==> config.mk <==
export PLATFORM = sky130hd
export DESIGN_NAME = cpuIdTop
export DESIGN_NICKNAME = d
export VERILOG_FILES = /design/src/cpuIdPkg.sv /design/src/timeBase.sv /design/src/noiseRng.sv /design/src/cpuIdUnit.sv /design/src/cpuIdTop.sv
export VERILOG_INCLUDE_DIRS = /design/src
export SDC_FILE = /design/constraint.sdc
export NUM_CORES = 1
export LEC_CHECK = 0
export ABC_AREA = 0
export BUFFER_PORTS_ARGS = -buffer_cell sky130_fd_sc_hd__buf_2
export CORE_MARGIN = 5
export CORE_UTILIZATION = 45
export DETAILED_ROUTE_END_ITERATION = 10
export PLACE_DENSITY = 0.65
export SYNTH_ARGS = -nofsm -noshare
export SYNTH_HDL_FRONTEND = slang
export SYNTH_SLANG_ARGS = --single-unit
==> constraint.sdc <==
create_clock -name clock -period 5.68 [get_ports clock]
set_input_delay 1.136 -clock clock [delete_from_list [all_inputs] [get_ports clock]]
set_output_delay 1.136 -clock clock [all_outputs]
set_load 0.02 [all_outputs]
==> src/cpuIdFeatures.svh <==
// cpu id feature set, build-time switches for the optional core features
`ifndef cpuIdFeaturesSvh
`define cpuIdFeaturesSvh

// profile selectors
`define featOps16        1'b1 // 16-bit short instruction forms
`define featFpu          1'b1 // scalar fpu, bit 15
`define featMmu          1'b1 // paged mmu, bit 11
`define featWex3w        1'b1 // 3-wide issue, bit 9
`define featVaddr48      1'b1 // 48-bit virtual addressing, bit 12
`define featVaddr96      1'b0 // 96-bit addressing, bit 26

// remaining feature bits
`define featWex          1'b1 // wide issue, bit 8
`define featWexJumbo     1'b1 // jumbo prefixes, bit 10
`define featGsv          1'b0 // bit 13
`define featPmort        1'b0 // bit 14
`define featFpuWide      1'b1 // packed fpu ops, bit 16
`define featLongDbl      1'b0 // bit 17
`define featFmac         1'b1 // fused multiply-add, bit 18
`define featAluWx        1'b1 // bit 19
`define featXgpr         1'b0 // bit 20
`define featPredS        1'b1 // bit 21
`define featFpuLane2     1'b0 // bit 22
`define featConvFp16     1'b1 // bit 23
`define featRiscv        1'b1 // risc-v decode, bit 24
`define featCmpTag       1'b0 // tagged compare, bit 25
`define featVaddr96Qadd  1'b0 // bit 27
`define featDmac         1'b0 // bit 28
`define featRiDisp       1'b1 // bit 29
`define featSloMulDiv    1'b0 // bit 30
`define featFdiv         1'b1 // hardware fdiv, bit 31

`endif

==> src/cpuIdPkg.sv <==
// cpu id constants, clock rate, id tag, profile letter and feature bits
`default_nettype none

`include "cpuIdFeatures.svh"

package cpuIdPkg;

	localparam int CyclesPerUs = 50; // 50 MHz core clock
	localparam int UsDivWidth = $clog2(CyclesPerUs); // prescaler width
	localparam logic [3:0] ClockCode = 4'h5; // rate code for 50 MHz

	// "CX64?1  " little-endian, profile byte at 39..32 left open
	localparam logic [63:0] IdTag = 64'h2020_3100_3436_5843;

	localparam logic [4:0] IndexTime = 5'd30; // microsecond counter
	localparam logic [4:0] IndexRng = 5'd31; // random word

	localparam logic [31:0] RngSeedA = 32'h5A3C_96E1; // generator A after reset
	localparam logic [31:0] RngSeedB = 32'hC3A5_0F78; // generator B after reset

	// one feature flag placed at its fixed bit
	function automatic logic [31:0] featBit(input logic en, input int pos);
		return en ? (32'd1 << pos) : 32'd0;
	endfunction

	// profile letter, each step needs the previous one
	function automatic logic [7:0] pickProfile();
		logic [7:0] p;
		if (!`featOps16)
			p = `featFpu ? "B" : "D"; // no short forms
		else if (!`featFpu)
			p = "E";
		else if (!`featMmu)
			p = "F";
		else if (!(`featWex3w && `featVaddr48))
			p = "C";
		else
			p = `featVaddr96 ? "G" : "A";
		return p;
	endfunction

	localparam logic [7:0] ProfileChar = pickProfile();

	// bits 7..0 stay clear, the clock code goes there
	localparam logic [31:0] FeatureBits =
		featBit(`featWex, 8) | featBit(`featWex3w, 9) |
		featBit(`featWexJumbo, 10) | featBit(`featMmu, 11) |
		featBit(`featVaddr48, 12) | featBit(`featGsv, 13) |
		featBit(`featPmort, 14) | featBit(`featFpu, 15) |
		featBit(`featFpuWide, 16) | featBit(`featLongDbl, 17) |
		featBit(`featFmac, 18) | featBit(`featAluWx, 19) |
		featBit(`featXgpr, 20) | featBit(`featPredS, 21) |
		featBit(`featFpuLane2, 22) | featBit(`featConvFp16, 23) |
		featBit(`featRiscv, 24) | featBit(`featCmpTag, 25) |
		featBit(`featVaddr96, 26) | featBit(`featVaddr96Qadd, 27) |
		featBit(`featDmac, 28) | featBit(`featRiDisp, 29) |
		featBit(`featSloMulDiv, 30) | featBit(`featFdiv, 31);

endpackage

`default_nettype wire

==> src/timeBase.sv <==
// microsecond time base, cycle prescaler with tick pulse and 64-bit us counter
`timescale 1ns/1ns
`default_nettype none

module timeBase (
	input  wire logic        clock,
	input  wire logic        rstN,
	output logic             usTick, // one cycle per microsecond
	output logic [63:0]      usCount // completed microseconds
);

	logic [cpuIdPkg::UsDivWidth-1:0] divCnt; // cycles left in this period

	// prescaler
	// starts at CyclesPerUs-1 so the first tick lands on edge 50
	always_ff @(posedge clock or negedge rstN) begin
		if (!rstN) begin
			divCnt <= cpuIdPkg::UsDivWidth'(cpuIdPkg::CyclesPerUs - 1);
			usTick <= 1'b0;
		end else begin
			if (divCnt == '0) begin
				divCnt <= cpuIdPkg::UsDivWidth'(cpuIdPkg::CyclesPerUs - 1); // reload
				usTick <= 1'b1; // period done
			end else begin
				divCnt <= divCnt - 1'b1;
				usTick <= 1'b0;
			end
		end
	end

	// tick accumulator, counts on the edge where usTick is high
	always_ff @(posedge clock or negedge rstN) begin
		if (!rstN) begin
			usCount <= 64'd0;
		end else if (usTick) begin
			usCount <= usCount + 64'd1; // n pulses seen, reads n
		end
	end

	// usCount wraps after ~584k years, no carry out kept

endmodule

`default_nettype wire

==> src/noiseRng.sv <==
// noise-stirred twin 32-bit shift-register random generator with 64-bit output
`timescale 1ns/1ns
`default_nettype none

module noiseRng (
	input  wire logic        clock,
	input  wire logic        rstN,
	input  wire logic        usTick, // slow stirring source
	output logic [63:0]      rngWord
);

	logic [31:0] rngA; // shifts left
	logic [31:0] rngB; // shifts right
	logic [31:0] nxtRngA;
	logic [31:0] nxtRngB;

	logic bitA; // low taps of A
	logic bitB; // low taps of B
	logic bitC; // high taps of A
	logic bitD; // high taps of B
	logic bitAL; // delayed copies, fed to the partner
	logic bitBL;
	logic bitCL;
	logic bitDL;

	logic [3:0] noiseSync; // usTick synchronizer, stage 0 first
	logic noiseBit;

	assign noiseBit = noiseSync[3] ^ noiseSync[2]; // edge of the tick

	// feedback, four odd taps plus noise plus the partner's last bit, inverted
	always_comb begin
		bitA = rngA[1] ^ rngA[3] ^ rngA[5] ^ rngA[7] ^ noiseBit ^ bitBL ^ 1'b1;
		bitB = rngB[1] ^ rngB[3] ^ rngB[5] ^ rngB[7] ^ noiseBit ^ bitAL ^ 1'b1;
		bitC = rngA[17] ^ rngA[19] ^ rngA[21] ^ rngA[23] ^ noiseBit ^ bitDL ^ 1'b1;
		bitD = rngB[17] ^ rngB[19] ^ rngB[21] ^ rngB[23] ^ noiseBit ^ bitCL ^ 1'b1;
	end

	// A: new bit at 0, second feedback folded in at 16
	assign nxtRngA = {rngA[30:16], rngA[15] ^ bitC, rngA[14:0], bitA};
	// B: new bit at 31, second feedback folded in at 15
	assign nxtRngB = {bitB, rngB[31:17], rngB[16] ^ bitD, rngB[15:1]};

	always_ff @(posedge clock or negedge rstN) begin
		if (!rstN) begin
			rngA <= cpuIdPkg::RngSeedA;
			rngB <= cpuIdPkg::RngSeedB;
			bitAL <= 1'b0;
			bitBL <= 1'b0;
			bitCL <= 1'b0;
			bitDL <= 1'b0;
			noiseSync <= 4'd0;
		end else begin
			rngA <= nxtRngA; // advances every cycle
			rngB <= nxtRngB;
			bitAL <= bitA;
			bitBL <= bitB;
			bitCL <= bitC;
			bitDL <= bitD;
			noiseSync <= {noiseSync[2:0], usTick};
		end
	end

	// interleave nibbles, A from the top down, B nibble order reversed
	assign rngWord = {
		rngA[31:28], rngB[3:0],
		rngA[27:24], rngB[7:4],
		rngA[23:20], rngB[11:8],
		rngA[19:16], rngB[15:12],
		rngA[15:12], rngB[19:16],
		rngA[11:8],  rngB[23:20],
		rngA[7:4],   rngB[27:24],
		rngA[3:0],   rngB[31:28]
	};

endmodule

`default_nettype wire

==> src/cpuIdUnit.sv <==
// cpu id query unit, decodes the index and returns the registered answer
`timescale 1ns/1ns
`default_nettype none

module cpuIdUnit (
	input  wire logic        clock,
	input  wire logic        rstN,
	input  wire logic        reqValid, // query strobe
	input  wire logic [4:0]  reqIndex, // sampled with reqValid
	input  wire logic [63:0] usCount, // time base
	input  wire logic [63:0] rngWord, // generator output this cycle
	output logic             respValid, // one cycle after the request
	output logic [63:0]      resLo,
	output logic [63:0]      resHi
);

	logic [63:0] idWord; // tag with profile letter
	logic [63:0] featWord; // feature flags and clock code
	logic [63:0] selLo; // answer for the index this cycle

	// fixed words, all constant at build time
	assign idWord = cpuIdPkg::IdTag | {24'd0, cpuIdPkg::ProfileChar, 32'd0};
	assign featWord = {32'd0, cpuIdPkg::FeatureBits | {28'd0, cpuIdPkg::ClockCode}};

	// index decode
	always_comb begin
		case (reqIndex)
			5'd0: selLo = idWord; // identification
			5'd1: selLo = featWord; // features
			cpuIdPkg::IndexTime: selLo = usCount; // microseconds since reset
			cpuIdPkg::IndexRng: selLo = rngWord; // random word of the request cycle
			default: selLo = 64'd0; // 2..15 reserved table, rest unused
		endcase
	end

	// response register
	// one request per cycle, no queue needed
	always_ff @(posedge clock or negedge rstN) begin
		if (!rstN) begin
			respValid <= 1'b0;
			resLo <= 64'd0;
		end else begin
			respValid <= reqValid; // strobe follows by one cycle
			if (reqValid)
				resLo <= selLo; // holds between requests
		end
	end

	// upper half of every answer is reserved
	assign resHi = 64'd0;

endmodule

`default_nettype wire

==> src/cpuIdTop.sv <==
// cpu id subsystem top, query port over the time base, generator and id unit
`timescale 1ns/1ns
`default_nettype none

module cpuIdTop (
	input  wire logic        clock,
	input  wire logic        rstN,
	input  wire logic        reqValid, // query strobe
	input  wire logic [4:0]  reqIndex, // query index
	output logic             respValid, // answer strobe, one cycle later
	output logic [63:0]      resLo,
	output logic [63:0]      resHi
);

	logic        usTick; // microsecond pulse
	logic [63:0] usCount; // microseconds since reset
	logic [63:0] rngWord; // generator output

	// real-time base, also the stirring input of the generator
	timeBase timeBase0 (
		.clock   (clock),
		.rstN    (rstN),
		.usTick  (usTick),
		.usCount (usCount)
	);

	noiseRng noiseRng0 (
		.clock   (clock),
		.rstN    (rstN),
		.usTick  (usTick),
		.rngWord (rngWord)
	);

	// query decode and response register
	cpuIdUnit cpuIdUnit0 (
		.clock     (clock),
		.rstN      (rstN),
		.reqValid  (reqValid),
		.reqIndex  (reqIndex),
		.usCount   (usCount),
		.rngWord   (rngWord),
		.respValid (respValid),
		.resLo     (resLo),
		.resHi     (resHi)
	);

endmodule

`default_nettype wire

==> out/metrics.cfg, run 1 <==
[outcome]
status=complete, no violations

[power_and_ir_drop]
p_leak_uw=0.00467
power_switching_uw=705
peakVddDrop_mv=0.252
internal-power_uw=2360
power.density_nw_per_um2=302
pwr-share-clk_pct=44.4
combPwrFrac_pct=6.1
swShare_pct=23.0
p_seq_share_pct=49.5

[sta]
rsz0062_at_grt=no
setup_tns_ps=0
max_slew_margin_pct=23.4
hold_viol=0
whs_ps=344
drv_slew=0
fin_crit_ps=2720
tightest_slew_ps=1150
max_freq_ghz=0.368
finalSetupViolCount=0
clock_skew_ps=13.4
period_share_pct=47.9

[route]
wl_per_cell_um=15.5
vias=5768
first_pass_iters=4
drc=0
ant_nets=0
drt_iter0_drc=213
via_per_inst=4.94
wl_um=18100

[floorplan]
dieHeight_um=152
io_pins=137
start_util_pct=45.4
dieWidth_um=152
placeableCoreArea_um2=20000
placementRows=52
dieArea_um2=23200

[critical_path]
worst-path-buf-inv=2
max_stage_delay_ps=820
end_kind=register
crit_fanout=46
path_cells=buf_2 > and4_2 > buf_4 > a21oi_1 > nor2_1 > a31oi_1 > a21oi_1
cp_common_cell=a21oi_1
worstPathRequired_ps=6080
crit_type=input pin to register
cp_top_family=simple AND/OR/NAND/NOR gates
cp-start-kind=input pin
worstPathArrival_ps=3120
cpMaxStageDelayCell=and4_2

[yosys]
yosys_warnings=0
netlist_area_um2=9090
synth-seq-cells=208
yosys.cell_types.count=36
netlist_instances=821
postSynthAreaPerCell_um2=11.1
seq_area_frac_synth_pct=57.7

[final_layout]
drive_gt1_share_pct=21.4
fin_cells=1168
area_delta_synth_final_pct=11.6
final_common_cell=dfrtp_1
layout_common_cells=173 x dfrtp_1, 70 x buf_2, 66 x xnor2_1
fin_nets=893
diodes=0

[cts]
cts_hold_buf=0
clkSlewWorstSetupHoldPaths_ps=60
cts_inserted_buffers=22
ctsResizeCount=0
cts.path.max_buffers=3
cts_tree=yes
root_buffer=clkbuf_16
htree_levels=1
cts_setup_buffers=0
clock_sinks=208
clock_latency_ps=490

[global_routing]
grt-ovfl-total=0
grt_max_degree=130
grt_usage_pct=15.6
antenna_found_initial=0
grt_pass1_wl_um=30700
grt_pass1_vias=5905

[placement]
dp_cells=1128
place.gp.congestion=0.760
portBuffers=72
dpl.hpwl_um=11800

[hold_path]
hp-class=register to register

[flow_run]
maxCapViolations=0

## cell families after synthesis
family | synth area share (%)
simple gates | 12.7
flops | 57.7
buf+inv | 8.78
compound gates | 7.21
xor+xnor | 8.47
mux | 4.70
fa+ha+maj | 0.413
other cells | 0.0412
## final timing paths
check	start	endpoint	cells after the start	slack, ps
worst max-delay path	reqIndex[4]	cpuIdUnit0.resLo[10]$_DFFE_PN0P_	7	2960
worst min-delay path	noiseRng0.noiseSync[0]$_DFF_PN0_	noiseRng0.noiseSync[1]$_DFF_PN0_	0	340
worst max register to register	timeBase0.usTick$_DFF_PN0_	timeBase0.usCount[59]$_DFFE_PN0P_	5	3130
worst min register to register	noiseRng0.noiseSync[0]$_DFF_PN0_	noiseRng0.noiseSync[1]$_DFF_PN0_	0	340
max in group asynchronous	rstN	noiseRng0.rngA[5]$_DFF_PN1_	2	3730
min in group asynchronous	rstN	cpuIdUnit0.resLo[56]$_DFFE_PN0P_	1	790
## synthesized netlist by cell type
library cell	instances	area, um2
dfrtp_1	173	4330
xnor2_1	66	578
nor2_1	65	244
buf_4	64	480
a21oi_1	61	305
nand3_1	56	280
inv_1	41	154
o21ai_0	40	200
mux2_2	38	428
dfstp_2	35	920
clkbuf_1	31	116
nand2_1	27	101
a31oi_1	24	150
xor2_1	22	193
and4_1	16	140
nand4_1	11	68.8
and3_1	8	50.1
nor3_1	8	40.0
buf_1	7	26.3
and2_1	3	18.8
ha_1	3	37.5
buf_2	2	10.0
nand3b_1	2	15.0
nand4_4	2	42.5
nor3b_1	2	15.0
nor4_1	2	12.5
nor4_4	2	42.5
nor4b_2	2	30.0
and4_4	1	11.3
buf_6	1	11.3
conb_1	1	3.75
nand2_2	1	6.26
nand4_2	1	12.5
nand4b_1	1	8.76
nor2b_1	1	6.26
or3_1	1	6.26
## power groups by stage
stage	clock network, uW	registers, uW	logic, uW
2_1_floorplan	0	1560	129
3_3_place_gp	0	1540	189
3_5_place_dp	0	1540	190
4_1_cts	1400	1510	191
5_1_grt	1450	1520	209
6_report	1360	1510	187
## metal layers
layer  GRT usage, %  wire length (um)  up-vias
li1               -                 -     2775
met1           22.0              8370     2826
met2           25.0              8480      136
met3           3.01               902       31
met4           3.90               380        0
met5              0                 0        -
## metrics by stage
stage	total power (uW)	instance area (um2)	utilization (%)	setup slack (ps)
finish	3060	10100	50.6	2960
global route	3180	10100	50.6	2780
CTS	3100	10100	50.6	2990
detailed placement	1730	9460	47.2	2510
global placement	1730	9460	47.2	2570
floorplan	1690	9330	-	3220
## flip-flops by register name (all words and copies together) (netlist names)
register              flops
cpuIdUnit0.resLo         64
timeBase0.usCount        64
noiseRng0.rngA           32
noiseRng0.rngB           32
timeBase0.divCnt          6
noiseRng0.noiseSync       4
cpuIdUnit0.respValid      1
noiseRng0.bitAL           1
noiseRng0.bitBL           1
noiseRng0.bitCL           1
noiseRng0.bitDL           1
timeBase0.usTick          1
## layout make-up
| class | instances | area [um2] |
|---|---|---|
| multi-input cells | 530 | 3290 |
| clock buffers | 39 | 686 |
| flip-flops and latches | 208 | 5250 |
| clock inverters | 1 | 5.00 |
| well taps | 270 | 338 |
| repair buffers | 79 | 424 |
| fillers | 1828 | 9890 |
| inverters | 41 | 154 |
(Power assumes the default switching activity.)
==> inputs of run 2 (changes only) <==
--- a/config.mk
+++ b/config.mk
@@ -11,7 +11,7 @@
 export CORE_MARGIN = 5
 export CORE_UTILIZATION = 45
 export DETAILED_ROUTE_END_ITERATION = 10
-export PLACE_DENSITY = 0.65
+export PLACE_DENSITY = 0.68
 export SYNTH_ARGS = -nofsm -noshare
 export SYNTH_HDL_FRONTEND = slang
 export SYNTH_SLANG_ARGS = --single-unit
==> constraint.sdc (replaced) <==
create_clock -name clock -period 2.5 [get_ports clock]
set_input_delay 0.5 -clock clock [delete_from_list [all_inputs] [get_ports clock]]
set_output_delay 0.5 -clock clock [all_outputs]
set_load 0.02 [all_outputs]
==> run 2 against run 1 <==
  * Count of clock-buffer cells in the layout decreased by 5
  * Wire length increased by 0.18%
  * Clock power increased to 2.5 times the previous value
  * Die area unchanged
  * Flip-flop and latch count unchanged
  * Non-clock buffer count increased by 5
  * Critical path depth decreased by 1
  * Clock skew decreased by 3.5 ps
  * Design area increased by 2.2%
  * Sequential power increased by 130%
  * Core utilization increased by 1.1 points
  * Combinational power increased by 140%
  * Critical endpoint is now timeBase0.usCount[43]$_DFFE_PN0P_
  * Highest routed layer unchanged
==> out/metrics.cfg, run 2 (synthesized netlist as in run 1, its figures left out) <==
[final_layout]
multi_input_area_um2=3290  ; unchanged
layout_common_cells=173 x dfrtp_1, 70 x buf_2, 66 x xnor2_1  ; unchanged
final_common_cell=dfrtp_1  ; unchanged
fin_util_pct=51.7  ; was 50.6%
fin_nets=898  ; was 893
area_delta_synth_final_pct=14.0  ; was 11.6%
reg_top3=cpuIdUnit0.resLo x64, timeBase0.usCount x64  ; unchanged
drive_gt1_share_pct=22.4  ; was 21.4%
regArea_um2=5250  ; unchanged
diodes=0  ; unchanged
fill_cells=1788  ; was 1828

[power_and_ir_drop]
p_seq_share_pct=46.9  ; was 49.5%
swShare_pct=22.4  ; was 23.0%
power.density_nw_per_um2=708  ; was 302 nW/um2
pwr-share-clk_pct=47.1  ; was 44.4%
totalPowerFinal_uw=7340  ; was 3060 uW
combPwrFrac_pct=6.1  ; about the same
p_leak_uw=0.00477  ; was 0.00467 uW
internal-power_uw=5690  ; was 2360 uW
power_switching_uw=1640  ; was 705 uW
peakVddDrop_mv=0.372  ; was 0.252 mV

[hold_path]
hp-class=register to register  ; unchanged

[critical_path]
crit_fanout=10  ; was 46
end_kind=register  ; unchanged
worstPathRequired_ps=2880  ; was 6080 ps
crit_type=register to register  ; was input pin to register
cp-start-kind=register  ; was input pin
r2r_slack_ps=380  ; was 3130 ps
worstPathArrival_ps=2500  ; was 3120 ps

[sta]
period_share_pct=84.6
fin_crit_ps=2120
rsz0062_at_grt=no  ; unchanged
max_freq_ghz=0.473
finalSetupViolCount=0  ; unchanged
setup_tns_ps=0  ; unchanged
hold_viol=0  ; unchanged
max_slew_margin_pct=47.5  ; was 23.4%
drv_slew=0  ; unchanged
clock_skew_ps=9.94  ; was 13.4 ps
tightest_slew_ps=782  ; was 1150 ps

[cts]
htree_levels=1  ; unchanged
clock_latency_ps=500  ; was 490 ps
cts.path.max_buffers=3  ; unchanged
cts_hold_buf=1  ; was 0
clock_sinks=208  ; unchanged
root_buffer=clkbuf_16  ; unchanged
clkSlewWorstSetupHoldPaths_ps=60  ; about the same
cts_setup_buffers=0  ; unchanged
cts_tree=yes  ; unchanged
cts_inserted_buffers=22  ; unchanged
ctsResizeCount=0  ; unchanged

[global_routing]
grt-ovfl-total=0  ; unchanged
grt_usage_pct=15.6  ; about the same
grt_pass1_vias=5862  ; was 5905
grt_max_degree=89  ; was 130
grt_pass1_wl_um=30800  ; was 30700 um
antenna_found_initial=0  ; unchanged

[route]
wl_um=18200  ; was 18100 um
first_pass_iters=5  ; was 4
drc=0  ; unchanged
via_per_inst=4.85  ; was 4.94
vias=5693  ; was 5768
drt_iter0_drc=233  ; was 213
ant_nets=0  ; unchanged
wl_per_cell_um=15.5  ; about the same

[floorplan]
dieHeight_um=152  ; unchanged
dieWidth_um=152  ; unchanged
placeableCoreArea_um2=20000  ; unchanged
placementRows=52  ; unchanged
io_pins=137  ; unchanged
dieArea_um2=23200  ; unchanged
start_util_pct=45.4  ; unchanged

[placement]
dpl.hpwl_um=11900  ; was 11800 um
portBuffers=72  ; unchanged
place.gp.congestion=0.796  ; was 0.760

[flow_run]
maxCapViolations=0  ; unchanged

[outcome]
status=complete, no violations  ; unchanged

==> run 2: changes by cell type in the layout (fill, tap and decap cells not counted), sizes merged <==
cell         before  now
buf              78   82
bufinv            0    3
clkbuf           40   35
clkinv            1    2
clkinvlp          0    1
dlygate4sd3       0    1
==> run 2: area by class of cell <==
class,count,area share [%]
clock buffers,34,6.53
clock inverters,6,1.04
inverters,41,1.48
multi-input cells,530,31.7
flip-flops and latches,208,50.6
well taps,270,3.26
repair buffers,84,5.32
==> run 2: per-layer routing <==
layer | vias up | GRT usage [%] | wire [um]
li1 | 2779 | - | -
met1 | 2780 | 22.2 | 8370
met2 | 110 | 25.3 | 8750
met3 | 24 | 2.90 | 749
met4 | 0 | 3.64 | 298
met5 | - | 0 | 0
==> run 2: critical path: stages (launching register included) <==
cell     delay [ps]
dfrtp_1         450
and4_1          310
nand3_1         220
nor4_4          460
buf_4           270
nand4_1         140
xnor2_1         150
==> run 2: power groups by stage <==
stage | combinational, uW | sequential [uW] | clock (uW)
after CTS | 453 | 3440 | 3530
final | 446 | 3440 | 3450
after global routing | 495 | 3440 | 3680
after floorplan | 293 | 3550 | 0
after global placement | 447 | 3500 | 0
after detailed placement | 450 | 3500 | 0
==> run 2: path summary, 6_finish.rpt <==
kind,from,end,depth (start not counted)
max,timeBase0.usTick$_DFF_PN0_,timeBase0.usCount[43]$_DFFE_PN0P_,6
min,noiseRng0.noiseSync[0]$_DFF_PN0_,noiseRng0.noiseSync[1]$_DFF_PN0_,0
max reg2reg,timeBase0.usTick$_DFF_PN0_,timeBase0.usCount[43]$_DFFE_PN0P_,6
min reg2reg,noiseRng0.noiseSync[0]$_DFF_PN0_,noiseRng0.noiseSync[1]$_DFF_PN0_,0
max in group asynchronous,rstN,noiseRng0.rngA[10]$_DFF_PN1_,3
min in group asynchronous,rstN,cpuIdUnit0.resLo[50]$_DFFE_PN0P_,2
==> run 2: metrics by stage <==
step	hold slack, ps	area (um2)	setup slack (ps)	instances
CTS	361	10400	347	1173
global route	370	10400	211	1173
detailed placement	354	9570	379	1132
floorplan	204	9330	629	884
finish	363	10400	384	1173
global placement	335	9570	463	1132
